[src/rtl/pathBuffer.sv]
/* Synchronous FIFO with a type parameter for the payload
   Buffers DRAM read words ahead of the decrypt lanes */
`timescale 1ns/1ps
`default_nettype none

module pathBuffer #(
	parameter type payload_t = logic [31:0],
	parameter int Depth = 16
) (
	input wire logic Clock,
	input wire logic reset,
	input wire payload_t inData,
	input wire logic inValid,
	output logic inReady,
	output payload_t outData,
	output logic outValid,
	input wire logic outReady
);

	localparam int PtrWidth = (Depth > 1) ? $clog2(Depth) : 1;
	localparam int CountWidth = $clog2(Depth + 1);

	payload_t mem [Depth];
	logic [PtrWidth-1:0] wrPtr;
	logic [PtrWidth-1:0] rdPtr;
	logic [CountWidth-1:0] count;
	logic push;
	logic pop;

	// Full buffer still takes a word when the head leaves this cycle
	assign inReady = (count != CountWidth'(Depth)) || outReady;
	assign outValid = (count != '0);
	assign push = inValid && inReady;
	assign pop = outValid && outReady;

	// Head read straight from storage
	assign outData = mem[rdPtr];

	// --------------------
	// Pointers and occupancy
	// --------------------
	always_ff @(posedge Clock) begin
		if (reset) begin
			wrPtr <= '0;
			rdPtr <= '0;
			count <= '0;
		end else begin
			if (push)
				wrPtr <= (wrPtr == PtrWidth'(Depth - 1)) ? '0 : wrPtr + 1'b1;
			if (pop)
				rdPtr <= (rdPtr == PtrWidth'(Depth - 1)) ? '0 : rdPtr + 1'b1;
			if (push && !pop)
				count <= count + 1'b1;
			else if (pop && !push)
				count <= count - 1'b1;
		end
	end

	// Storage write
	always_ff @(posedge Clock) begin
		if (push)
			mem[wrPtr] <= inData;
	end

endmodule

`default_nettype wire

[config.mk]
export PLATFORM = sky130hd
export DESIGN_NAME = pathBuffer
export DESIGN_NICKNAME = d
export VERILOG_FILES = /design/src/rtl/pathBuffer.sv
export SDC_FILE = /design/constraint.sdc
export NUM_CORES = 1
export LEC_CHECK = 0
export BUFFER_PORTS_ARGS = -buffer_cell sky130_fd_sc_hd__buf_2
export CAP_MARGIN = 20
export CORE_ASPECT_RATIO = 1.75
export CORE_UTILIZATION = 30
export DETAILED_ROUTE_END_ITERATION = 7
export SYNTH_ARGS = -nofsm -noshare
export SYNTH_HDL_FRONTEND = slang
export SYNTH_SLANG_ARGS = --single-unit
[constraint.sdc]
create_clock -name Clock -period 4.25 [get_ports Clock]
set_input_delay 0.6375 -clock Clock [delete_from_list [all_inputs] [get_ports Clock]]
set_output_delay 0.6375 -clock Clock [all_outputs]
set_load 0.01 [all_outputs]
==> qor.csv <==
metric;value;unit
grt.total_usage;0.1347;
nNetsFinal;1038;
worst_slew_pin_slew;999.5;ps
core-area;66310;sq um
postCtsHoldBufs;0;
slew_violations;0;
start_kind;flip-flop;
cp_slowest_cell;dfxtp_4;
async_reset_ff_frac;0;
vias;9256;
r2r-start;count[0];
overflow;0;
path_depth;5;
cts_buffer_depth;3;
cap_violations;0;
reg2reg_to;count[4];
timing.final.crit_share;0.8189;
clock_latency;580;ps
status;completed;
power.density;527.4;nW/um^2
cpPeakStageDelay;610;ps
cts_tree;done;
cts_setup_buffers;0;
cts-resized-gates;0;
max_slew_margin;0.3321;
htree_levels;2;
grt_pass1_vias;9943;
vias_per_cell;4.831;
dpl_cell_area;21750;sq um
portBuffers;69;
finalSetupViolCount;0;
reg2reg_depth;9;
grt_max_degree;63;
syn_inst;893;
crit_family;flip-flops;
clock-sinks;529;
drt_iter0_drc;774;
syn2layout_area_growth;15.96;%
nFillCells;6149;
drive_gt1_frac;0.3265;
avgSynthCellArea;22.47;sq um
yosysWarnings;0;
whs_path_depth;1;
seq_area_frac_synth;0.7833;
cp_max_fo;62;
fin_crit;3480;ps
ir_drop;253.5;uV
die_y;344.1;um
fin_worst_skew;18.83;ps
finalHoldViolations;0;
die_x;197.5;um
grt_pass1_wl;65.98;mm
holdWs;430.4;ps
crit_required;3610;ps
synthFlopType;edfxtp_1;
reg2reg_slack;1330;ps
finalWeightedCongestion;0.7025;
wl_per_cell;23.73;um
path_cells;buf_12, mux4_2, a22oi_1, nand2_1, buf_2;
syn_area;20060;sq um
root_buffer;clkbuf_16;
fin_area;23260;sq um
ys_ff_latch;529;
critPathKind;flip-flop to output port;
synth_fp_nets;939;
initial_core_util;0.3025;
die-area;67950;sq um
cp-end-kind;output port;
fmax;287.3;MHz
antenna_left;0;
grt_setup_unrepaired;no;
tns;0;ps
hp-class;input port to flip-flop;
rows;125;
antenna_found_initial;4;
routed_wirelength;45.46;mm
p_leak;7.191;nW
path_buf_inv;2;
netlist-cell-type-count;41;
ioPinCount;70;
cts-buffers-inserted;43;
drt_pass1_iterations;8;
min-delay-start;inData[21];
dp.final_hpwl;25.31;mm
clk_pin_slew_worst_paths;70;ps
drcViolationCount;0;
worst_ep_arrival_time;2840;ps
synth-edff-count;512;
worstHoldEndpoint;mem[13][21];
## registers in the layout, indices dropped and copies added, names as in the netlist, named ones only
| register | count |
|---|---|
| wrPtr | 4 |
| count | 5 |
| rdPtr | 4 |
| mem | 512 |
## area by class of cell
type	count	area, sq um	area share
tap	889	1112	0.04781
timing repair buffer	101	635.6	0.02732
antenna	1	2.502	0.0001076
sequential	529	15720	0.6758
clock inverter	32	396.6	0.01705
multi-input combinational	313	4268	0.1834
inverter	4	15.01	0.0006454
clock buffer	47	1112	0.04781
## through the flow
stage / setup WS, ps / utilization / std cells / total power [mW]
6_report: 769.8 / 0.3508 / 1916 / 12.27
2_1_floorplan: 690.2 / - / 893 / 7.510
4_1_cts: 676.5 / 0.3508 / 1915 / 12.43
5_1_grt: 548.3 / 0.3508 / 1915 / 12.73
3_3_place_gp: 1315 / 0.3280 / 1836 / 8.134
3_5_place_dp: 1291 / 0.3280 / 1836 / 8.170
## how the worst max path moves through the flow
stage	from	to	slack, ps
2_1_floorplan	outReady	mem[0][0]	690
3_3_place_gp	flip-flop	outData[8]	1310
3_5_place_dp	flip-flop	outData[8]	1290
4_1_cts	flip-flop	outData[8]	680
5_1_grt	flip-flop	outData[8]	550
6_report	flip-flop	outData[11]	770
## per-layer routing
| metal | global-route usage | share of wire |
|---|---|---|
| met1 | 0.1555 | 0.37 |
| met2 | 0.2491 | 0.54 |
| met3 | 0.01985 | 0.049 |
| met4 | 0.05168 | 0.034 |
| met5 | 0 | 0.00042 |
## where the power goes
group | internal [mW] | total (mW) | switching (mW)
clock network | 2.41 | 4.29 | 1.88
logic | 1.00 | 2.00 | 0.999
registers | 5.84 | 5.98 | 0.135
total | 9.25 | 12.3 | 3.02
## synthesized netlist by cell type (2+ instances only)
cell	n	share of area
mux4_2	128	0.14
nor2_1	27	0.0051
nand3_2	3	0.0015
xor2_1	3	0.0013
a21oi_1	7	0.0017
nor2b_1	2	0.00062
a22oi_1	64	0.024
ha_1	9	0.0056
mux2i_1	4	0.0020
buf_2	12	0.0030
dfxtp_1	17	0.017
buf_4	2	0.00075
clkbuf_1	33	0.0062
nand2_1	35	0.0065
nand2b_1	3	0.00094
inv_1	4	0.00075
edfxtp_1	512	0.77
a31oi_1	2	0.00062
nor3_1	4	0.0010
## cell families after synthesis
family	after synthesis	share of synthesized area
flip-flops	529	0.7833
multiplexers	133	0.1462
AO/OA/AOI/OAI	83	0.03224
AND/OR/NAND/NOR	83	0.01921
buffers and inverters	51	0.01066
adder cells (fa/ha/maj)	10	0.006611
XOR/XNOR	4	0.001746
## layout by cell type, fill, tap and decap left out, drive strengths merged, types with 2 or more instances in the layout
| master | netlist | layout |
|---|---|---|
| a21oi | 7 | 7 |
| ha | 9 | 9 |
| mux2i | 4 | 4 |
| edfxtp | 512 | 512 |
| nand2 | 35 | 35 |
| a22oi | 64 | 64 |
| xor2 | 3 | 3 |
| nor2b | 2 | 2 |
| a31oi | 2 | 2 |
| inv | 4 | 7 |
| or3 | 2 | 2 |
| dfxtp | 17 | 17 |
| a211oi | 2 | 2 |
| o21ai | 2 | 2 |
| mux4 | 128 | 128 |
| nand2b | 3 | 3 |
| bufinv | 0 | 8 |
| nor3 | 4 | 4 |
| buf | 14 | 101 |
| nand3 | 4 | 4 |
| clkinvlp | 0 | 5 |
| clkinv | 0 | 16 |
| nor2 | 27 | 27 |
| clkbuf | 33 | 47 |
Note: power is estimated with default switching activity, not from simulation.
