File: config.mk
export PLATFORM = sky130hd
export DESIGN_NAME = cipherLane
export DESIGN_NICKNAME = d
export VERILOG_FILES = /design/src/rtl/oramDramPkg.sv /design/src/rtl/cryptPkg.sv /design/src/rtl/cipherLane.sv
export VERILOG_INCLUDE_DIRS = /design/src /design/src/include
export SDC_FILE = /design/constraint.sdc
export NUM_CORES = 1
export LEC_CHECK = 0
export ABC_AREA = 1
export BUFFER_PORTS_ARGS = -buffer_cell sky130_fd_sc_hd__buf_4
export CORE_MARGIN = 3
export CORE_UTILIZATION = 60
export DETAILED_ROUTE_END_ITERATION = 10
export PLACE_DENSITY = 0.79
export SKIP_CTS_REPAIR_TIMING = 1
export SLEW_MARGIN = 10
export SYNTH_ARGS = -nofsm -noshare
export SYNTH_HDL_FRONTEND = slang
export SYNTH_SLANG_ARGS = --single-unit
File: constraint.sdc
create_clock -name Clock -period 11.2 [get_ports Clock]
set_input_delay 3.36 -clock Clock [delete_from_list [all_inputs] [get_ports Clock]]
set_output_delay 3.36 -clock Clock [all_outputs]
set_load 0.01 [all_outputs]
File: src/include/pathOramCrypt_config.svh
/* Path ORAM encryption datapath configuration
   Lane geometry, IV size, mix rounds and path buffer depth */
`ifndef PATH_ORAM_CRYPT_CONFIG_SVH
`define PATH_ORAM_CRYPT_CONFIG_SVH

// Cipher lanes per DRAM burst
`define PORAM_LANES 4

// Bits carried by one lane
`define PORAM_LANE_WIDTH 32

// IV stamped on every written burst
`define PORAM_IV_WIDTH 32

// Mix rounds, one pipeline stage each
`define PORAM_ROUNDS 4

// DRAM read path buffer entries
`define PORAM_PATH_BUFFER_DEPTH 16

`endif

File: src/rtl/oramDramPkg.sv
/* DRAM-side and backend-side burst types
   Plaintext bursts toward the backend, IV plus ciphertext toward DRAM */
`default_nettype none

`include "pathOramCrypt_config.svh"

package oramDramPkg;

	// --------------------
	// Lane level
	// --------------------

	// One lane word of a burst
	typedef logic [`PORAM_LANE_WIDTH-1:0] laneWord_t;

	// Counter mode IV
	typedef logic [`PORAM_IV_WIDTH-1:0] iv_t;

	// --------------------
	// Burst level
	// --------------------

	// Backend plaintext burst, lane 0 in the low bits
	typedef laneWord_t [`PORAM_LANES-1:0] burst_t;

	// Word as stored in DRAM
	// IV travels in the top bits, above the ciphertext
	typedef struct packed {
		iv_t iv;
		burst_t payload;
	} dramWord_t;

endpackage

`default_nettype wire

File: src/rtl/cryptPkg.sv
/* Cipher job and lane result types
   What the splitter hands to each lane and what a lane returns */
`default_nettype none

`include "pathOramCrypt_config.svh"

package cryptPkg;

	// Which way a burst is going
	typedef enum logic {
		dirWrite = 1'b0,
		dirRead = 1'b1
	} direction_t;

	// --------------------
	// Splitter to lane
	// --------------------

	typedef struct packed {
		direction_t direction;
		oramDramPkg::iv_t iv;
		// Plaintext on writes, ciphertext on reads
		oramDramPkg::laneWord_t data;
	} laneJob_t;

	// One job per lane, issued together
	typedef laneJob_t [`PORAM_LANES-1:0] laneJobs_t;

	// --------------------
	// Lane to merger
	// --------------------

	typedef struct packed {
		direction_t direction;
		oramDramPkg::iv_t iv;
		// Data XOR keystream
		oramDramPkg::laneWord_t data;
	} laneResult_t;

	// All lane results of one burst
	typedef laneResult_t [`PORAM_LANES-1:0] laneResults_t;

endpackage

`default_nettype wire

File: src/rtl/cipherLane.sv
/* One cipher lane, counter mode over a 32-bit lane word
   Pipelined keyed add-rotate-xor keystream, one round per stage */
`timescale 1ns/1ps
`default_nettype none

`include "pathOramCrypt_config.svh"

module cipherLane #(
	parameter int LaneIndex = 0
) (
	input wire logic Clock,
	input wire logic reset,
	input wire logic [`PORAM_LANE_WIDTH-1:0] key,
	input wire cryptPkg::laneJob_t job,
	input wire logic jobValid,
	output logic jobReady,
	output cryptPkg::laneResult_t result,
	output logic resultValid,
	input wire logic resultReady
);

	localparam int Width = `PORAM_LANE_WIDTH;
	localparam int Stages = `PORAM_ROUNDS;
	// Per lane seed, lane index times the golden ratio constant
	localparam logic [Width-1:0] LaneSeed = Width'(LaneIndex * 32'h9e3779b9);

	logic [Stages-1:0] stageValid;
	logic [Stages-1:0] stageReady;
	cryptPkg::laneJob_t stageJob [Stages];
	logic [Width-1:0] stageState [Stages];
	logic [Width-1:0] nextState [Stages];

	// Rotate left by 5, add round key, XOR IV
	function automatic logic [Width-1:0] mixRound(
		input logic [Width-1:0] state,
		input logic [Width-1:0] iv,
		input logic [Width-1:0] roundKey
	);
		logic [Width-1:0] rotated;
		rotated = {state[Width-6:0], state[Width-1:Width-5]};
		return (rotated + roundKey) ^ iv;
	endfunction

	// --------------------
	// Round logic and stall chain
	// --------------------
	always_comb begin
		nextState[0] = mixRound(key ^ job.iv ^ LaneSeed, job.iv, key);
		for (int k = 1; k < Stages; k++)
			nextState[k] = mixRound(stageState[k - 1], stageJob[k - 1].iv, key + Width'(k));

		// Stage moves when empty or when the one after it moves
		stageReady[Stages - 1] = !stageValid[Stages - 1] || resultReady;
		for (int k = Stages - 2; k >= 0; k--)
			stageReady[k] = !stageValid[k] || stageReady[k + 1];
	end

	// Stage valid bits
	always_ff @(posedge Clock) begin
		if (reset) begin
			stageValid <= '0;
		end else begin
			if (stageReady[0])
				stageValid[0] <= jobValid;
			for (int k = 1; k < Stages; k++)
				if (stageReady[k])
					stageValid[k] <= stageValid[k - 1];
		end
	end

	// Stage payload, job carried alongside its state
	always_ff @(posedge Clock) begin
		if (stageReady[0] && jobValid) begin
			stageJob[0] <= job;
			stageState[0] <= nextState[0];
		end
		for (int k = 1; k < Stages; k++) begin
			if (stageReady[k] && stageValid[k - 1]) begin
				stageJob[k] <= stageJob[k - 1];
				stageState[k] <= nextState[k];
			end
		end
	end

	assign jobReady = stageReady[0];
	assign resultValid = stageValid[Stages - 1];

	// Last stage, keystream applied to the data
	always_comb begin
		result.direction = stageJob[Stages - 1].direction;
		result.iv = stageJob[Stages - 1].iv;
		result.data = stageJob[Stages - 1].data ^ stageState[Stages - 1];
	end

endmodule

`default_nettype wire

==> results.cfg <==
[yosys]
ys_warn_count = 0
async_flop_share_pct = 0
synth-main-ff-cell = edfxtp_1
syn_avg_cell_area_um2 = 8.82
syn-num-nets = 3039
synth_top_area_share_pct = 48.1
yosysMostFrequentCell = nand2_1
synth_common_cells = 882 x nand2_1, 561 x inv_1, 388 x edfxtp_1
yosys.area.top_type = edfxtp_1
ys_top_cells_by_area = edfxtp_1 48%, nand2_1 14%, ha_1 9.7%
ys_types = 26
syn_inst = 2746
synth_edf_count = 388
syn_area_um2 = 24200
synth.yosys.seq_area_share_pct = 48.4
ys_ff_latch = 392

[final_layout]
layout.nets = 3217
syn_to_final_growth_pct = 12.5
diodes = 0
layout.cells.non_filler = 3472
drive_gt1_share_pct = 9.07
final_util_pct = 69.3

[worst_setup_path]
max_stage_delay_ns = 0.24
crit_fanout = 3
critPathTopFamily = simple AND/OR/NAND/NOR gates
path_buf_inv = 4
cpMostUsedCell = nor2_1
crit_arrival_ns = 4.52
worstPathCellList = buf_4 > nor2_1 > inv_1 > nor2_1 > inv_1 > nor2_1 > nand2_1 > buf_4
cp_data_required_time_ns = 7.84
worstSetupEndpointType = output port
critPathSlowestCell = nor2_1
criticalPathCategory = input port to output port
startpoint_type = input port

[detailed_routing]
ant_nets = 0
drtIter0Drc = 889
remaining_drc_errors = 0
viasPerCell = 5.17
num_vias = 18000
wl_um = 63000
dr.pass1.iters = 5
routedWlPerCell_um = 18.2

[timing]
finalCriticalPeriod_ns = 7.88
rsz0062_at_grt = no
fin_ws_ns = 3.32
skew_ns = 0.0193
hold_viol_final = 0
max_freq_mhz = 127
worst_slew_pin_slew_ns = 1.05
layout_worst_path_cycle_share_pct = 70.4
setup_viol = 0
slew_violations = 0
fin_tns_setup_ns = 0
slew_headroom_pct = 30.1

[global_routing]
gr-usage-met3_pct = 2.98
track_usage_pct = 30.0
antenna_found_initial = 0
grt_pass1_vias = 18100
grt_max_degree = 77
grt_remaining_overflow = 0
grt_pass1_wl_um = 96500
grt_busiest_layer = met2
use_met1_pct = 35.3
grtUsageMet2_pct = 54.3

[min_path]
min_path_type = flop to flop

[cts]
clk_pin_slew_ns = 0.06
clkLatencyLatePin_ns = 0.56
cts_tree = built
h-tree-depth = 2
cts_num_sinks = 392
clockBufferDepth = 3
numCtsBuffers = 39
cts_root_buf = clkbuf_16

[die]
pin_count = 168
num_rows = 72
start_util_pct = 61.6
fp.dieW_um = 207
core_area_um2 = 39300
die_h_um = 207
dieArea_um2 = 42800

[placed_design]
dp_slack_ns = 3.34
gp_congestion = 0.960
io_buffers = 167
dp_cells = 3401
hpwl_um = 51600

[run]
max_cap_violations = 0

[pwr]
vdd_ir_drop_max_mv = 0.101
power.density_nw_per_um2 = 169
power_leakage_nw = 13.7
p_total_mw = 4.60

[outcome]
status = completed
where the power goes:
group | total [mW] | internal (mW) | switching (mW)
clock | 1.35 | 0.789 | 0.557
sequential | 1.82 | 1.78 | 0.0481
combinational | 1.43 | 0.500 | 0.928
total | 4.60 | 3.06 | 1.53
cells by family after synthesis:
group	Yosys count	share of synthesized area (%)
AOI/OAI and AO/OA	104	2.30
DFF	392	48.4
and+or+nand+nor	1210	20.3
buffers and inverters	595	9.77
adders and majority gates	192	10.0
xor gates and xnor gates	253	9.15
through the flow:
| stage | hold WS (ns) | instance area, um^2 |
|---|---|---|
| floorplan | 0.400 | 24200 |
| global placement | 0.400 | 25900 |
| detailed placement | 0.405 | 25900 |
| CTS | 0.413 | 27200 |
| global route | 0.423 | 27200 |
| finish | 0.415 | 27200 |
cells in the final DEF (no fill, tap or decap), types with 2 or more instances in the layout:
cell and count:
xnor2_1 70, and3_1 2, a21oi_1 88, edfxtp_1 388
dfxtp_1 4, nor3_1 7, nor2_2 5, ha_1 188
o21ai_0 2, nor2_1 158, bufinv_16 6, o21bai_1 4
and2_1 4, nand4_1 18, nand3_1 82, nand2_1 882
nand3b_1 21, xor2_1 183, buf_4 171, inv_1 559
clkbuf_16 39, nor3_2 2, fa_1 4, clkinv_1 6
clkbuf_1 8, nand2_2 21, clkinv_8 2, nand3_2 7
clkinv_2 5, clkinv_4 2, inv_4 2, a21o_1 8
sequential cells by signal, indices dropped and copies added (netlist names):
name        count
stageValid      4
stageState    128
stageJob      260
per-layer routing:
layer	vias up	routed length [um]	share of wire [%]
li1	8944	-	-
met1	8301	24700	39
met2	561	31600	50
met3	148	3020	4.8
met4	0	3690	5.9
met5	-	0	0
worst register-to-register path, stage by stage (launching register included):
cell and delay, ns:
dfxtp_1 0.31, inv_1 0.05, nor2_1 0.07, inv_1 0.10, nor2_1 0.05, inv_1 0.08
nor2_1 0.09, a21oi_4 0.82, buf_4 0.80
final timing paths:
kind	startpoint	to	slack [ns]	cells after the start
max	resultReady	jobReady	3.32	8
min	stageJob[1][2]$_DFFE_PP_	stageJob[2][2]$_DFFE_PP_	0.42	0
max reg2reg	stageValid[3]$_SDFFE_PP0P_	stageJob[0][1]$_DFFE_PP_	8.32	8
min reg2reg	stageJob[1][2]$_DFFE_PP_	stageJob[2][2]$_DFFE_PP_	0.42	0
cell type report:
type | instances | area, um^2
clock inverter | 24 | 317
tap | 518 | 648
inverter | 561 | 2110
multi-input combinational | 1759 | 10100
timing repair buffer | 171 | 1280
fill | 3024 | 12000
sequential | 392 | 11700
clock buffer | 47 | 1010
No activity file was read; power rests on OpenSTA's default activity.
