--- src/include/pathOramCrypt_config.svh ---
/* Path ORAM encryption datapath configuration
   Lane geometry, IV size, mix rounds and path buffer depth */
`ifndef PATH_ORAM_CRYPT_CONFIG_SVH
`define PATH_ORAM_CRYPT_CONFIG_SVH

// Cipher lanes per DRAM burst
`define PORAM_LANES 4

// Bits carried by one lane
`define PORAM_LANE_WIDTH 32

// IV stamped on every written burst
`define PORAM_IV_WIDTH 32

// Mix rounds, one pipeline stage each
`define PORAM_ROUNDS 4

// DRAM read path buffer entries
`define PORAM_PATH_BUFFER_DEPTH 16

`endif

--- src/rtl/oramDramPkg.sv ---
/* DRAM-side and backend-side burst types
   Plaintext bursts toward the backend, IV plus ciphertext toward DRAM */
`default_nettype none

`include "pathOramCrypt_config.svh"

package oramDramPkg;

	// --------------------
	// Lane level
	// --------------------

	// One lane word of a burst
	typedef logic [`PORAM_LANE_WIDTH-1:0] laneWord_t;

	// Counter mode IV
	typedef logic [`PORAM_IV_WIDTH-1:0] iv_t;

	// --------------------
	// Burst level
	// --------------------

	// Backend plaintext burst, lane 0 in the low bits
	typedef laneWord_t [`PORAM_LANES-1:0] burst_t;

	// Word as stored in DRAM
	// IV travels in the top bits, above the ciphertext
	typedef struct packed {
		iv_t iv;
		burst_t payload;
	} dramWord_t;

endpackage

`default_nettype wire

--- src/rtl/cryptPkg.sv ---
/* Cipher job and lane result types
   What the splitter hands to each lane and what a lane returns */
`default_nettype none

`include "pathOramCrypt_config.svh"

package cryptPkg;

	// Which way a burst is going
	typedef enum logic {
		dirWrite = 1'b0,
		dirRead = 1'b1
	} direction_t;

	// --------------------
	// Splitter to lane
	// --------------------

	typedef struct packed {
		direction_t direction;
		oramDramPkg::iv_t iv;
		// Plaintext on writes, ciphertext on reads
		oramDramPkg::laneWord_t data;
	} laneJob_t;

	// One job per lane, issued together
	typedef laneJob_t [`PORAM_LANES-1:0] laneJobs_t;

	// --------------------
	// Lane to merger
	// --------------------

	typedef struct packed {
		direction_t direction;
		oramDramPkg::iv_t iv;
		// Data XOR keystream
		oramDramPkg::laneWord_t data;
	} laneResult_t;

	// All lane results of one burst
	typedef laneResult_t [`PORAM_LANES-1:0] laneResults_t;

endpackage

`default_nettype wire

--- src/rtl/laneMerger.sv ---
/* Lane merger for the encryption datapath
   Rebuilds a burst from all lane results and routes it to
   the DRAM write port or the backend read port */
`timescale 1ns/1ps
`default_nettype none

`include "pathOramCrypt_config.svh"

module laneMerger (
	input wire logic Clock,
	input wire logic reset,

	// Lane results
	input wire cryptPkg::laneResults_t results,
	input wire logic [`PORAM_LANES-1:0] resultValid,
	output logic resultReady,

	// Encrypted words to DRAM
	output oramDramPkg::dramWord_t dramWriteData,
	output logic dramWriteValid,
	input wire logic dramWriteReady,

	// Decrypted bursts to the backend
	output oramDramPkg::burst_t readData,
	output logic readValid,
	input wire logic readReady
);

	localparam int Lanes = `PORAM_LANES;

	logic allValid;
	logic isWrite;
	logic writeSlotFree;
	logic readSlotFree;
	logic loadWrite;
	logic loadRead;
	oramDramPkg::burst_t merged;

	// Lanes run in lock step, lane 0 speaks for the burst
	assign allValid = &resultValid;
	assign isWrite = (results[0].direction == cryptPkg::dirWrite);

	// Output register empty or draining this cycle
	assign writeSlotFree = !dramWriteValid || dramWriteReady;
	assign readSlotFree = !readValid || readReady;

	assign resultReady = allValid && (isWrite ? writeSlotFree : readSlotFree);
	assign loadWrite = resultReady && isWrite;
	assign loadRead = resultReady && !isWrite;

	always_comb begin
		for (int i = 0; i < Lanes; i++)
			merged[i] = results[i].data;
	end

	// --------------------
	// Output valids
	// --------------------
	always_ff @(posedge Clock) begin
		if (reset) begin
			dramWriteValid <= 1'b0;
			readValid <= 1'b0;
		end else begin
			if (loadWrite)
				dramWriteValid <= 1'b1;
			else if (dramWriteReady)
				dramWriteValid <= 1'b0;

			if (loadRead)
				readValid <= 1'b1;
			else if (readReady)
				readValid <= 1'b0;
		end
	end

	// Output data, IV goes out with the ciphertext
	always_ff @(posedge Clock) begin
		if (loadWrite) begin
			dramWriteData.iv <= results[0].iv;
			dramWriteData.payload <= merged;
		end
		if (loadRead)
			readData <= merged;
	end

endmodule

`default_nettype wire

--- config.mk ---
export PLATFORM = sky130hd
export DESIGN_NAME = laneMerger
export DESIGN_NICKNAME = d
export VERILOG_FILES = /design/src/rtl/oramDramPkg.sv /design/src/rtl/cryptPkg.sv /design/src/rtl/laneMerger.sv
export VERILOG_INCLUDE_DIRS = /design/src /design/src/include
export SDC_FILE = /design/constraint.sdc
export NUM_CORES = 1
export LEC_CHECK = 0
export ABC_AREA = 1
export BUFFER_PORTS_ARGS = -buffer_cell sky130_fd_sc_hd__buf_4
export CAP_MARGIN = 20
export CORE_AREA = 3 3 218 220
export CTS_BUF_LIST = sky130_fd_sc_hd__clkbuf_8
export DETAILED_ROUTE_END_ITERATION = 12
export DIE_AREA = 0 0 221 223
export PLACE_DENSITY_LB_ADDON = 0.1
export SLEW_MARGIN = 20
export SYNTH_ARGS = -nofsm -noshare
export SYNTH_HDL_FRONTEND = slang
export SYNTH_SLANG_ARGS = --single-unit
--- constraint.sdc ---
create_clock -name Clock -period 22.4 [get_ports Clock]
set_input_delay 5.6 -clock Clock [delete_from_list [all_inputs] [get_ports Clock]]
set_output_delay 5.6 -clock Clock [all_outputs]
set_load 0.01 [all_outputs]
==> results.py <==
metrics = {
    "synthesis": {
        "synth_warnings": 0,
        "syn-num-nets": 578,
        "synthCells": 310,
        "synth.avg_cell_area_um2": 28.37,
        "synth-seq-cells": 290,
        "yosysSeqAreaShare": 0.9879,
        "synth_cell_type_count": 11,
        "synthesis.area_um2": 8795,
    },
    "timing": {
        "tns_ns": 0,
        "worst_pin_slew_ns": 0.9520,
        "period_needed_ns": 11.86,
        "rsz0062_at_grt": "false",
        "fin_ws_ns": 10.54,
        "slew_viol_final": 0,
        "finalClockSkew_ns": 0.02449,
        "clock.fmax_ghz": 0.08434,
        "setup_viol": 0,
        "hold_viol": 0,
        "fin_crit_sh": 0.5293,
        "whs_ns": 0.5715,
        "relSlewSlack": 0.3653,
    },
    "finish": {
        "regArea_um2": 8688,
        "post-route-util": 0.3076,
        "fillers": 4603,
        "diodes": 0,
        "finish.instance_area_um2": 13990,
        "multi_input_area_um2": 98.84,
        "nets": 1097,
        "area_growth_pct": 59.07,
        "post_layout_nonfiller_instances": 1469,
        "drive_gt1_frac": 0.6087,
    },
    "grt": {
        "grt_pass1_wl_um": 37730,
        "antenna_found_initial": 2,
        "grt-ovfl-total": 0,
        "grt_pass1_vias": 5493,
        "globalRouteTotalUtil": 0.1041,
        "grt_max_degree": 64,
    },
    "job": {
        "cap_violations": 0,
    },
    "worst_setup_path": {
        "arrival_ns": 6.26,
        "r2r_slack_ns": 19.65,
        "reg2regPathDepth": 7,
        "crit_required_ns": 16.80,
        "end_kind": "primary output",
        "crit_family": "buffers and inverters",
        "cp_slowest_stage_delay_ns": 0.14,
        "path_buf_inv": 4,
        "r2r-end": "dramWriteData[45]$_DFFE_PP_",
        "crit_type": "in2out",
        "crit_chain": "buf_4 > inv_1 > nand2_1 > nand3_1 > inv_1 > buf_4",
        "cp_max_fo": 5,
        "r2r-start": "dramWriteValid$_SDFFE_PP0P_",
        "critical_path.slowest_cell": "buf_4",
        "crit_path_start_kind": "input port",
    },
    "pwr": {
        "seq_power_share": 0.549,
        "combPwrFrac": 0.041,
        "switching_power_uw": 232.3,
        "p_clk_frac": 0.409,
        "peakVddDrop_mv": 0.04193,
        "internal_power_uw": 874.4,
        "swShare": 0.2099,
        "p_leak_nw": 5.477,
        "total_power_mw": 1.107,
        "powerDensity_nw_per_um2": 79.10,
    },
    "clock_tree": {
        "h-tree-depth": 2,
        "cts_buffer_depth": 3,
        "cts_setup_buffers": 0,
        "cts_root_buf": "clkbuf_8",
        "clkSinkCount": 290,
        "ctsHoldBuffers": 0,
        "cts_buffers": 53,
        "cts_resized": 0,
        "cts_tree": "built",
        "clk_latency_ns": 0.60,
        "clk_pin_slew_ns": 0.05,
    },
    "status": {
        "outcome": "finished, final reports clean",
    },
    "detailed_routing": {
        "avgViaCountPerCell": 3.468,
        "via_count": 5094,
        "drtPass1Iterations": 4,
        "drt_iter0_markers": 163,
        "drcViolationCount": 0,
        "ant_nets": 0,
        "routed_wl_um": 26750,
        "wl_per_cell_um": 18.21,
    },
    "placement": {
        "port_buffers": 459,
        "dp_hpwl_um": 19180,
        "globalplace.congestion": 0.6746,
        "pre_cts_ws_ns": 10.55,
        "place_area_um2": 13040,
        "dp_cells": 1374,
    },
    "hold_path": {
        "holdPathStages": 2,
        "min-delay-start": "readValid$_SDFFE_PP0P_",
        "hold_end": "readValid$_SDFFE_PP0P_",
        "hold_class": "reg2reg",
    },
    "floorplanning": {
        "start_util": 0.1934,
        "die_h_um": 223,
        "fp-row-count": 78,
        "dieWidth_um": 221,
        "ioPinCount": 559,
        "coreArea_um2": 45480,
        "dieArea_um2": 49280,
    },
}
==> final cells by class <==
class,count,share of cell area
Clock buffer,53,0.05214
Clock inverter,42,0.01547
Inverter,6,0.001610
Multi-Input combinational cell,14,0.007066
Sequential cell,290,0.6211
Tap cell,600,0.05366
Timing Repair Buffer,464,0.2490
==> flip-flops by register name, summed over array words and instances, names as in the netlist <==
name / flops
dramWriteValid: 1
readData: 128
dramWriteData: 160
readValid: 1
==> metal layers <==
metal | vias up | track usage | share of wire
met4 | 2 | 0.03968 | 0.028
met3 | 58 | 0.05776 | 0.11
li1 | 2298 | - | -
met5 | - | 0 | 0.00049
met2 | 280 | 0.1794 | 0.51
met1 | 2456 | 0.1055 | 0.35
==> worst register-to-register path: cells and delay by family (launching register included) <==
kind                   cells  cell delay [ns]
buffers and inverters      3             1.20
and+or+nand+nor            4             0.77
DFF                        1             0.30
==> power by group through the flow <==
stage                     sequential, mW  combinational [mW]  clock (mW)
after floorplan                    0.625             0.00288           0
after global placement             0.619              0.0466           0
after detailed placement           0.619              0.0471           0
after CTS                          0.608              0.0471       0.480
after global routing               0.608              0.0498       0.503
final                              0.608              0.0458       0.453
==> worst max-delay path by stage <==
| stage | slack [ns] | from | depth (start not counted) | endpoint |
|---|---|---|---|---|
| global placement | 10.53 | results[64] | 6 | resultReady |
| CTS | 10.54 | results[64] | 6 | resultReady |
| detailed placement | 10.55 | results[64] | 6 | resultReady |
| floorplan | 9.20 | resultValid[2] | 4 | dramWriteData[0]$_DFFE_PP_ |
| finish | 10.54 | results[64] | 6 | resultReady |
| global route | 10.47 | resultValid[3] | 6 | resultReady |
==> cell usage after synthesis <==
cell / number / share of area
a22oi_1: 1 / 0.00085
dfxtp_1: 2 / 0.0046
edfxtp_1: 288 / 0.98
inv_1: 6 / 0.0026
nand2_1: 3 / 0.0013
nand2_2: 2 / 0.0014
nand3_1: 1 / 0.00057
nand3_2: 1 / 0.0011
nor2_1: 4 / 0.0017
nor2_4: 1 / 0.0013
o21bai_2: 1 / 0.0013
==> placed cells by master, fill, tap and decap left out, drive strengths merged <==
master	synthesis	final
clkbuf	0	53
dfxtp	2	2
nand3	2	2
nand2	5	5
a22oi	1	1
nor2	5	5
clkinvlp	0	1
bufinv	0	2
inv	6	29
o21bai	1	1
buf	0	464
edfxtp	288	288
clkinv	0	16
==> cells by family (layout without fill, tap and decap cells) <==
| kind of cell | count (synthesis) | in the layout | synth area share |
|---|---|---|---|
| compound gates | 2 | 2 | 0.002134 |
| simple gates | 12 | 12 | 0.007397 |
| flops | 290 | 290 | 0.9879 |
| buf+inv | 6 | 565 | 0.002561 |
Power figures use the tool's default switching activity.
