## src/include/pathOramCrypt_config.svh

```systemverilog
/* Path ORAM encryption datapath configuration
   Lane geometry, IV size, mix rounds and path buffer depth */
`ifndef PATH_ORAM_CRYPT_CONFIG_SVH
`define PATH_ORAM_CRYPT_CONFIG_SVH

// Cipher lanes per DRAM burst
`define PORAM_LANES 4

// Bits carried by one lane
`define PORAM_LANE_WIDTH 32

// IV stamped on every written burst
`define PORAM_IV_WIDTH 32

// Mix rounds, one pipeline stage each
`define PORAM_ROUNDS 4

// DRAM read path buffer entries
`define PORAM_PATH_BUFFER_DEPTH 16

`endif

```

## src/rtl/oramDramPkg.sv

```systemverilog
/* DRAM-side and backend-side burst types
   Plaintext bursts toward the backend, IV plus ciphertext toward DRAM */
`default_nettype none

`include "pathOramCrypt_config.svh"

package oramDramPkg;

	// --------------------
	// Lane level
	// --------------------

	// One lane word of a burst
	typedef logic [`PORAM_LANE_WIDTH-1:0] laneWord_t;

	// Counter mode IV
	typedef logic [`PORAM_IV_WIDTH-1:0] iv_t;

	// --------------------
	// Burst level
	// --------------------

	// Backend plaintext burst, lane 0 in the low bits
	typedef laneWord_t [`PORAM_LANES-1:0] burst_t;

	// Word as stored in DRAM
	// IV travels in the top bits, above the ciphertext
	typedef struct packed {
		iv_t iv;
		burst_t payload;
	} dramWord_t;

endpackage

`default_nettype wire

```

## src/rtl/cryptPkg.sv

```systemverilog
/* Cipher job and lane result types
   What the splitter hands to each lane and what a lane returns */
`default_nettype none

`include "pathOramCrypt_config.svh"

package cryptPkg;

	// Which way a burst is going
	typedef enum logic {
		dirWrite = 1'b0,
		dirRead = 1'b1
	} direction_t;

	// --------------------
	// Splitter to lane
	// --------------------

	typedef struct packed {
		direction_t direction;
		oramDramPkg::iv_t iv;
		// Plaintext on writes, ciphertext on reads
		oramDramPkg::laneWord_t data;
	} laneJob_t;

	// One job per lane, issued together
	typedef laneJob_t [`PORAM_LANES-1:0] laneJobs_t;

	// --------------------
	// Lane to merger
	// --------------------

	typedef struct packed {
		direction_t direction;
		oramDramPkg::iv_t iv;
		// Data XOR keystream
		oramDramPkg::laneWord_t data;
	} laneResult_t;

	// All lane results of one burst
	typedef laneResult_t [`PORAM_LANES-1:0] laneResults_t;

endpackage

`default_nettype wire

```

## src/rtl/laneSplitter.sv

```systemverilog
/* Lane splitter for the encryption datapath
   Picks a buffered read or a backend write, stamps write IVs,
   and registers one job per cipher lane */
`timescale 1ns/1ps
`default_nettype none

`include "pathOramCrypt_config.svh"

module laneSplitter (
	input wire logic Clock,
	input wire logic reset,

	// Backend write bursts
	input wire oramDramPkg::burst_t writeData,
	input wire logic writeValid,
	output logic writeReady,

	// Buffered DRAM reads
	input wire oramDramPkg::dramWord_t readIn,
	input wire logic readValid,
	output logic readReady,

	// Jobs to the lanes
	output cryptPkg::laneJobs_t jobs,
	output logic jobValid,
	input wire logic [`PORAM_LANES-1:0] jobReady
);

	localparam int Lanes = `PORAM_LANES;

	logic canLoad;
	logic takeRead;
	logic takeWrite;
	oramDramPkg::iv_t writeIv;
	cryptPkg::laneJobs_t nextJobs;

	// Job register free, or every lane takes it this cycle
	assign canLoad = !jobValid || (&jobReady);

	// Reads win when both are pending
	assign readReady = canLoad;
	assign writeReady = canLoad && !readValid;

	assign takeRead = readValid && readReady;
	assign takeWrite = writeValid && writeReady;

	// --------------------
	// Job assembly
	// --------------------
	always_comb begin
		for (int i = 0; i < Lanes; i++) begin
			if (takeRead) begin
				// Decrypt with the IV stored in the word
				nextJobs[i].direction = cryptPkg::dirRead;
				nextJobs[i].iv = readIn.iv;
				nextJobs[i].data = readIn.payload[i];
			end else begin
				// Fresh IV from the write counter
				nextJobs[i].direction = cryptPkg::dirWrite;
				nextJobs[i].iv = writeIv;
				nextJobs[i].data = writeData[i];
			end
		end
	end

	// Job valid and write IV counter
	always_ff @(posedge Clock) begin
		if (reset) begin
			jobValid <= 1'b0;
			// First write gets IV 1
			writeIv <= oramDramPkg::iv_t'(1);
		end else begin
			if (canLoad)
				jobValid <= takeRead || takeWrite;
			if (takeWrite)
				writeIv <= writeIv + 1'b1;
		end
	end

	// Job payload
	always_ff @(posedge Clock) begin
		if (takeRead || takeWrite)
			jobs <= nextJobs;
	end

endmodule

`default_nettype wire

```

## config.mk

```make
export PLATFORM = sky130hd
export DESIGN_NAME = laneSplitter
export DESIGN_NICKNAME = d
export VERILOG_FILES = /design/src/rtl/oramDramPkg.sv /design/src/rtl/cryptPkg.sv /design/src/rtl/laneSplitter.sv
export VERILOG_INCLUDE_DIRS = /design/src /design/src/include
export SDC_FILE = /design/constraint.sdc
export NUM_CORES = 1
export LEC_CHECK = 0
export ABC_AREA = 1
export BUFFER_PORTS_ARGS = -buffer_cell sky130_fd_sc_hd__buf_2
export CAP_MARGIN = 40
export CELL_PAD_IN_SITES_DETAIL_PLACEMENT = 1
export CELL_PAD_IN_SITES_GLOBAL_PLACEMENT = 2
export CORE_AREA = 2 2 215 217
export DETAILED_ROUTE_END_ITERATION = 12
export DIE_AREA = 0 0 217 219
export PLACE_DENSITY = 0.74
export SYNTH_ARGS = -nofsm -noshare
export SYNTH_HDL_FRONTEND = slang
export SYNTH_SLANG_ARGS = --single-unit
```

## constraint.sdc

```tcl
create_clock -name Clock -period 5.2 [get_ports Clock]
set_input_delay 1.04 -clock Clock [delete_from_list [all_inputs] [get_ports Clock]]
set_output_delay 1.04 -clock Clock [all_outputs]
set_load 0.05 [all_outputs]
```

==> results of run 1 <==
-- through the flow --
stage                util  power (µW)  std cells  hold slack [ns]
detailed placement  0.267        3110       2072            0.488
floorplan               -        2820       1045            0.456
global placement    0.266        3090       2070            0.481
global route        0.280        4550       2108            0.555
CTS                 0.280        4440       2103            0.498
finish              0.280        4370       2117            0.496
-- cell type report --
class / instances / share of cell area
flip-flops and latches: 194 / 0.435
repair buffers: 565 / 0.230
multi-input cells: 673 / 0.217
diodes: 14 / 0.00277
well taps: 600 / 0.0594
clock buffers: 21 / 0.0348
inverters: 40 / 0.0123
clock inverters: 10 / 0.00881
-- cell usage after synthesis --
cell,count
buf_2,15
buf_1,1
edfxtp_1,161
xor2_1,2
buf_4,100
nand2_1,514
o21ai_2,1
nor2_2,5
inv_2,3
nor2_1,59
ha_1,1
o21ai_0,21
nand3_4,1
inv_1,37
clkbuf_1,11
buf_6,11
a21oi_1,16
nand2_2,1
o21ai_1,3
xnor2_1,1
nand4_1,7
nand3_1,24
dfxtp_1,33
nor3_1,15
nand3b_1,1
nor2_4,1
-- critical path, delay by kind of cell --
family,cells,cell delay [ns]
AOI/OAI and AO/OA,1,0.37
and+or+nand+nor,2,0.22
buffers and inverters,3,0.43
-- power by group through the flow --
stage / Clock [µW] / Sequential, µW / Combinational [µW]
2_1_floorplan: 0 / 2320 / 504
3_3_place_gp: 0 / 1920 / 1180
3_5_place_dp: 0 / 1920 / 1190
4_1_cts: 1360 / 1890 / 1190
5_1_grt: 1410 / 1890 / 1240
6_report: 1320 / 1880 / 1170
-- cell families (layout without fill, tap and decap cells) --
family	count (synthesis)	count (layout)	synth area share
other	0	14	0
AO/OA/AOI/OAI	41	41	0.0223
adder cells (fa/ha/maj)	1	1	0.00134
AND/OR/NAND/NOR	628	628	0.263
buffers and inverters	178	636	0.122
XOR/XNOR	3	3	0.00281
flip-flops	194	194	0.588
-- flip-flops by register name (all words and copies together), names as in the netlist --
register / flops
jobValid: 1
jobs: 161
writeIv: 32
-- metal layers --
layer  vias up  GRT usage  part of all wire
met3        44     0.0470             0.071
met2       275      0.285              0.54
li1       4150          -                 -
met4         4     0.0521             0.019
met5         -          0           0.00071
met1      3962      0.161              0.37
-- worst min path at each step --
stage,start,endpoint,slack [ns],depth (start not counted)
global placement,writeIv[1],writeIv[1],0.48,2
global route,writeIv[31],writeIv[31],0.55,2
CTS,writeIv[1],writeIv[1],0.50,2
finish,writeIv[1],writeIv[1],0.50,2
floorplan,writeIv[1],writeIv[1],0.46,2
detailed placement,writeIv[1],writeIv[1],0.49,2
==> flow_summary.toml, run 1 <==
[setup_path]
cp_max_fo = 4
start_kind = "input port"
critical-path-max-stage-delay_ns = 0.37
critPathArrivalTime_ns = 2.07
critPathCapture = "writeReady"
critPathLaunch = "jobReady[2]"
reg2reg_from = "jobValid"
ff2ff_path_depth = 6
cp-end-kind = "output pin"
regToRegSetupSlack_ns = 2.82
worstSetupPathType = "in2out"
crit_chain = "buf_2, nand2_1, o21ai_2, nand2_1, inv_1, buf_2"
crit_required_ns = 4.16
slowest_stage = "o21ai_2"
regToRegEndpoint = "jobs[55]"

[floorplanning]
num_rows = 78
die_y_um = 219
ios = 559
die_area_mm2 = 0.0475
core_mm2 = 0.0451
initial_core_util = 0.207
die_w_um = 217

[sta]
setup_viol = 0
fin_crit_sh = 0.597
report.final.slew_viol_count = 0
skew_ns = 0.0117
finalHoldViolCount = 0
rsz0062_at_grt = "false"
fin_ws_ns = 2.09
slew_headroom = 0.562
fin_setup_tns_ns = 0
max_freq_mhz = 322
period_minus_slack_ns = 3.11
worst_pin_slew_ns = 0.657

[pwr]
power_frac_clock = 0.301
vdd_drop_max_uv = 207
combPwrFrac = 0.269
power.density_mw_per_mm2 = 346
p_sw_frac = 0.362
pwr-share-seq = 0.430
p_leak_uw = 0.00609
cell_internal_pwr_uw = 2790
power.switching_uw = 1580

[drt]
wl_um = 38000
drtIter0Drc = 412
wl_per_cell_um = 17.9
dr.pass1.iters = 4
drc = 0
viasPerCell = 3.98
vias = 8435
ant_nets = 0

[global_route]
antenna_found_initial = 24
grt_use_total = 0.152
grt_overflow_total = 0
grt_max_degree = 121
grt_pass1_wl_um = 53000
grt_pass1_vias = 8455

[cts]
clkSlewWorstSetupHoldPaths_ns = 0.07
cts_tree = "done"
cts_resized = 0
clockBufferDepth = 2
cts_sinks = 194
clk-insertion-delay-late_ns = 0.47
cts_hold_buf = 0
cts_post_setup_buffers_inserted = 0
numCtsBuffers = 17
cts-htree-levels = 4
ctsRootBufferMaster = "clkbuf_16"

[synthesis]
synth.area.top_cells = "edfxtp_1 52%, nand2_1 21%, buf_4 8.0%, dfxtp_1 7.1%, nor2_1 2.4%"
syn_inst = 1045
synth.avg_cell_area_um2 = 8.95
synth_top_area_frac = 0.517
ys_seq_area_frac = 0.588
netlist_area_mm2 = 0.00935
synth-warning-count = 0
yosysTopAreaCell = "edfxtp_1"
ys_ff_latch = 194
synth.distinct_cells = 26
syn-num-nets = 1342

[cells_and_area]
layout-drive-gt1-share = 0.401
stdcell_area_mm2 = 0.0126
multi_input_area_mm2 = 0.00274
areaGrowthSynthToFinish_pct = 35.2
area.sequential_mm2 = 0.00550
fin_nets = 1788
mostFrequentLayoutCells = "558 x buf_2, 513 x nand2_1, 161 x edfxtp_1"
fillers = 5527
final_common_cell = "buf_2"

[placed_design]
dpl.hpwl_um = 29800
dp_slack_ns = 1.69
portBuffers = 558
dpl_cell_area_mm2 = 0.0121
gp_congestion = 0.803

[run_status]
status = "completed"

[flow_run]
drv_cap = 0

[min_path]
hp-class = "reg2reg"
Power figures use the tool's default switching activity.
==> run 2, diff against run 1 <==
- CORE_AREA: 2 2 215 217 -> 2 2 217 219
- DIE_AREA: 0 0 217 219 -> 0 0 219 221
- PLACE_DENSITY: 0.74 -> 0.7
- clock period: 5.2 -> 2.9 ns (I/O delays scaled with it)
==> flow_summary.toml, run 2 (synthesized netlist as in run 1, its figures left out) <==
[placed_design]
dpl.hpwl_um = 29800
gp_congestion = 0.831
portBuffers = 558

[sta]
worst_pin_slew_ns = 0.663
skew_ns = 0.00819
period_minus_slack_ns = 2.31
rsz0062_at_grt = "false"
finalHoldViolCount = 0
max_freq_mhz = 433
setup_viol = 0
slew_headroom = 0.558
fin_crit_sh = 0.797
fin_setup_tns_ns = 0
report.final.slew_viol_count = 0

[setup_path]
critPathArrivalTime_ns = 1.73
cp_max_fo = 4
critical-path-max-stage-delay_ns = 0.42
crit_chain = "buf_2, nand2_1, o21ai_2, nand2_1, inv_1, buf_2"
worstSetupPathType = "in2out"
crit_family = "buffers and inverters"
critPathCapture = "writeReady"
regToRegSetupSlack_ns = 1.02
crit_required_ns = 2.32
reg2reg_from = "writeIv[0]"
cp_num_buf_inv = 3
start_kind = "input port"
regToRegEndpoint = "writeIv[20]"
critPathLaunch = "jobReady[1]"
slowest_stage = "o21ai_2"
cp-end-kind = "output pin"
ff2ff_path_depth = 8
crit_cells = 6

[drt]
dr.pass1.iters = 6
viasPerCell = 3.99
drc = 0
vias = 8510
ant_nets = 0
drtIter0Drc = 380
wl_um = 37800
wl_per_cell_um = 17.7

[flow_run]
drv_cap = 0

[cells_and_area]
multi_input_area_mm2 = 0.00274
largest_reg_flops = 161
area.sequential_mm2 = 0.00550
mostFrequentLayoutCells = "558 x buf_2, 513 x nand2_1, 161 x edfxtp_1"
areaGrowthSynthToFinish_pct = 37.8
regMostFlops = "jobs"
final_core_util = 0.280
largestRegisters = "jobs (161), writeIv (32), jobValid (1)"
fillers = 5596
fin_nets = 1800
final_common_cell = "buf_2"
layout-drive-gt1-share = 0.408

[pwr]
combPwrFrac = 0.262
p_leak_uw = 0.00621
power_frac_clock = 0.326
power.density_mw_per_mm2 = 638
p_sw_frac = 0.354
cell_internal_pwr_uw = 5310
power.switching_uw = 2910
pwr-share-seq = 0.411
vdd_drop_max_uv = 378

[cts]
ctsRootBufferMaster = "clkbuf_16"
cts_hold_buf = 0
clk-insertion-delay-late_ns = 0.49
cts-htree-levels = 4
cts_tree = "done"
cts_sinks = 194
clockBufferDepth = 2
cts_post_setup_buffers_inserted = 0
numCtsBuffers = 17
clkSlewWorstSetupHoldPaths_ns = 0.08
cts_resized = 0

[floorplanning]
num_rows = 79
die_w_um = 219
die_y_um = 221
die_area_mm2 = 0.0484
core_mm2 = 0.0461
initial_core_util = 0.203
ios = 559

[global_route]
grt_pass1_wl_um = 54700
grt_pass1_vias = 8825
grt_use_total = 0.154
grt_overflow_total = 0
antenna_found_initial = 12
grt_max_degree = 64

[run_status]
status = "completed"

[min_path]
hp-start = "readIn[124]"
hp-class = "in2reg"
run 2: cell types whose count changed in the layout (fill, tap and decap cells not counted), sizes merged, moves of 2 or more:
cell,before,now
bufinv,2,5
clkinv,6,4
clkbuf,21,19
buf,565,577
diode,14,10
run 2: cell type report:
cell class | count | share of cell area
Tap cell | 607 | 0.0589
Clock buffer | 19 | 0.0336
Sequential cell | 194 | 0.427
Timing Repair Buffer | 577 | 0.238
Clock inverter | 13 | 0.0160
Multi-Input combinational cell | 673 | 0.213
Inverter | 40 | 0.0120
Antenna cell | 10 | 0.00194
run 2: stage by stage:
| stage | power [µW] | hold slack, ns | cell area, µm² | std cells | worst slack, ns |
|---|---|---|---|---|---|
| finish | 8220 | 0.357 | 12900 | 2133 | 0.588 |
| global route | 8570 | 0.315 | 12900 | 2131 | 0.538 |
| CTS | 8370 | 0.300 | 12900 | 2123 | 0.590 |
| detailed placement | 5630 | 0.523 | 12200 | 2091 | 0.503 |
| global placement | 5600 | 0.512 | 12200 | 2090 | 0.550 |
| floorplan | 5050 | 0.456 | 9370 | 1045 | 0.0644 |
run 2: worst reg2reg max path: stages (launching register included):
cell and delay [ns]:
dfxtp_1 0.38, ha_1 0.21, nand3_1 0.16, nor2_1 0.22, nand4_1 0.18, nor2_2 0.37
nand3_1 0.12, nand2_1 0.09, nor2_1 0.04
run 2: worst min-delay path by stage:
stage,endpoint,slack [ns],depth (start not counted)
floorplan,writeIv[1],0.46,2
global placement,writeIv[13],0.51,2
detailed placement,writeIv[13],0.52,2
CTS,jobs[210],0.30,3
global route,jobs[143],0.32,3
finish,jobs[223],0.36,3
run 2: power by group through the flow:
stage                     clock [µW]  sequential [µW]  combinational (µW)
after global routing            2890             3400                2280
after floorplan                    0             4140                 907
after detailed placement           0             3450                2180
after CTS                       2800             3380                2190
after global placement             0             3440                2160
final                           2680             3380                2150
run 2: layer usage:
| layer | share of wire | vias to the layer above | global-route usage |
|---|---|---|---|
| met5 | 0.0010 | - | 0 |
| met4 | 0.022 | 6 | 0.0610 |
| met3 | 0.072 | 46 | 0.0500 |
| met2 | 0.53 | 270 | 0.276 |
| met1 | 0.38 | 4011 | 0.166 |
| li1 | - | 4177 | - |
==> run 3, diff against run 2 <==
- ABC_AREA: 1 -> 0
- PLACE_DENSITY: 0.7 -> 0.66
- clock period: 2.9 -> 2.1 ns (I/O delays scaled with it)
==> flow_summary.toml, run 3 <==
[cells_and_area]
regMostFlops = "jobs"
mostFrequentLayoutCells = "558 x buf_2, 161 x edfxtp_1, 160 x mux2_2"
layout-drive-gt1-share = 0.695
final_core_util = 0.281
final_cells = 1768
final_common_cell = "buf_2"
areaGrowthSynthToFinish_pct = 41.2
largestRegisters = "jobs (161), writeIv (32), jobValid (1)"
fin_nets = 1440
fillers = 5215
largest_reg_flops = 161

[setup_path]
cp-end-kind = "flop"
start_kind = "flop"
crit_required_ns = 2.52
regToRegSetupSlack_ns = 0.16
critPathLaunch = "writeIv[1]"
cp_max_fo = 12
ff2ff_path_depth = 6
worstSetupPathType = "reg2reg"
regToRegEndpoint = "writeIv[28]"
reg2reg_from = "writeIv[1]"
critPathArrivalTime_ns = 2.36

[cts]
clkSlewWorstSetupHoldPaths_ns = 0.08
clk-insertion-delay-late_ns = 0.49
cts-htree-levels = 4
cts_tree = "done"
clockBufferDepth = 2
ctsRootBufferMaster = "clkbuf_16"
cts_post_setup_buffers_inserted = 0
cts_sinks = 194
cts_resized = 0
numCtsBuffers = 17
cts_hold_buf = 0

[pwr]
combPwrFrac = 0.270
p_sw_frac = 0.360
vdd_drop_max_uv = 454
power_frac_clock = 0.298
power.switching_uw = 3880
cell_internal_pwr_uw = 6890
power.density_mw_per_mm2 = 831
pwr-share-seq = 0.432
p_leak_uw = 0.00547
p_total_uw = 10800

[placed_design]
dp_slack_ns = -0.0252
dpl.hpwl_um = 27100
gp_congestion = 0.821
placed_cells = 1731
portBuffers = 558

[sta]
finalHoldViolCount = 0
skew_ns = 0.00921
period_minus_slack_ns = 1.94
max_freq_mhz = 515
worst_pin_slew_ns = 0.573
fin_ws_ns = 0.160
rsz0062_at_grt = "false"
report.final.slew_viol_count = 0
slew_headroom = 0.618
setup_viol = 0
fin_crit_sh = 0.924

[synthesis]
synth.distinct_cells = 38
synth_flop_cell = "edfxtp_1"
syn-num-nets = 943
synth.avg_cell_area_um2 = 14.2
ys_ff_latch = 194
synth-warning-count = 0
synth.area.top_cells = "edfxtp_1 53%, mux2_2 20%, buf_4 8.1%, dfxtp_1 7.2%, or4_1 1.6%"
synth_edf_count = 161
synth_common_cells = "161 x edfxtp_1, 160 x mux2_2, 99 x buf_4"
yosysMostFrequentCell = "edfxtp_1"
syn_inst = 646
yosysTopAreaCell = "edfxtp_1"
ys_seq_area_frac = 0.599
ys_async_sr_fraction = 0
netlist_area_mm2 = 0.00918
synth_top_area_frac = 0.527

[floorplanning]
num_rows = 79
ios = 559
core_mm2 = 0.0461
die_area_mm2 = 0.0484
die_w_um = 219
initial_core_util = 0.199
die_y_um = 221

[run_status]
status = "completed"

[drt]
routed.top_layer = "met4"
wl_met2_um = 17000
met3_length_um = 2040
drtIter0Drc = 217
viasPerCell = 4.00
wl_met1_um = 13700
vias = 7078
wl_per_cell_um = 19.0
dr.pass1.iters = 6
ant_nets = 0
wl_um = 33500
drc = 0

[global_route]
grt_use_total = 0.136
grt_pass1_vias = 7162
grt_max_degree = 44
antenna_found_initial = 6
grt_pass1_wl_um = 47000
grt_overflow_total = 0

[min_path]
hp-start = "readIn[145]"
hold_path_depth = 3
hp-class = "in2reg"
hold-path-endpoint = "jobs[49]"

[flow_run]
drv_cap = 0
-- run 3: cell types whose count changed after synthesis, moves of 9 or more --
cell,previous run,this run
nand2_1,514,18
mux2_2,0,160
nor2_1,59,7
inv_1,37,7
or4_1,0,19
o31ai_1,0,18
nand3_1,24,7
nor3_1,15,0
o21ai_0,21,8
buf_6,11,1
a21oi_1,16,25
-- run 3: worst max path at each step --
| stage | end | depth (start not counted) | slack, ns |
|---|---|---|---|
| after floorplan | jobs[0] | 5 | -0.56 |
| after global placement | jobs[11] | 7 | -0.01 |
| after detailed placement | jobs[94] | 7 | -0.03 |
| after CTS | writeIv[26] | 6 | 0.15 |
| after global routing | writeIv[14] | 5 | 0.04 |
| final | writeIv[28] | 6 | 0.16 |
-- run 3: power by group through the flow --
stage                     combinational [µW]  clock [µW]  sequential, µW
after floorplan                         1240           0            5660
after global placement                  2920           0            4730
after detailed placement                2940           0            4740
after CTS                               2940        3390            4660
after global routing                    3040        3490            4680
final                                   2910        3210            4650
-- run 3: area by class of cell --
class / instances / area, µm² / area share
antenna: 5 / 12.5 / 0.000966
clock buffer: 17 / 425 / 0.0328
clock inverter: 15 / 123 / 0.00947
inverter: 7 / 26.3 / 0.00203
multi-input combinational: 316 / 2800 / 0.216
sequential: 194 / 5500 / 0.425
tap: 607 / 759 / 0.0586
timing repair buffer: 607 / 3310 / 0.256
-- run 3: layer usage --
| metal | global-route usage | vias up |
|---|---|---|
| li1 | - | 3357 |
| met4 | 0.0580 | 0 |
| met3 | 0.0395 | 44 |
| met1 | 0.158 | 3416 |
| met5 | 0 | - |
| met2 | 0.230 | 261 |
-- run 3: critical path: stages, from the launching register on --
cell and delay, ns:
dfxtp_1 0.47, ha_1 0.28, and2_1 0.20, nand4_1 0.11, buf_4 0.20, or4_1 0.46
a21oi_1 0.14
-- run 3: cells by family (layout without fill, tap and decap cells) --
kind of cell / count (synthesis) / count (layout) / synth area share
AOI/OAI and AO/OA: 59 / 59 / 0.0404
other: 0 / 5 / 0
DFF: 194 / 194 / 0.599
muxes: 160 / 160 / 0.196
adders and majority gates: 1 / 1 / 0.00136
buffers and inverters: 136 / 646 / 0.0987
xor gates and xnor gates: 4 / 4 / 0.00382
and+or+nand+nor: 92 / 92 / 0.0605
-- run 3: stage by stage --
stage / hold slack, ns / area [µm²] / setup TNS (ns)
after CTS: 0.149 / 12900 / 0
after detailed placement: 0.485 / 12400 / -0.614
after floorplan: 0.452 / 9230 / -90.92
after global placement: 0.463 / 12400 / -0.0759
final: 0.206 / 13000 / 0
after global routing: 0.184 / 13000 / 0
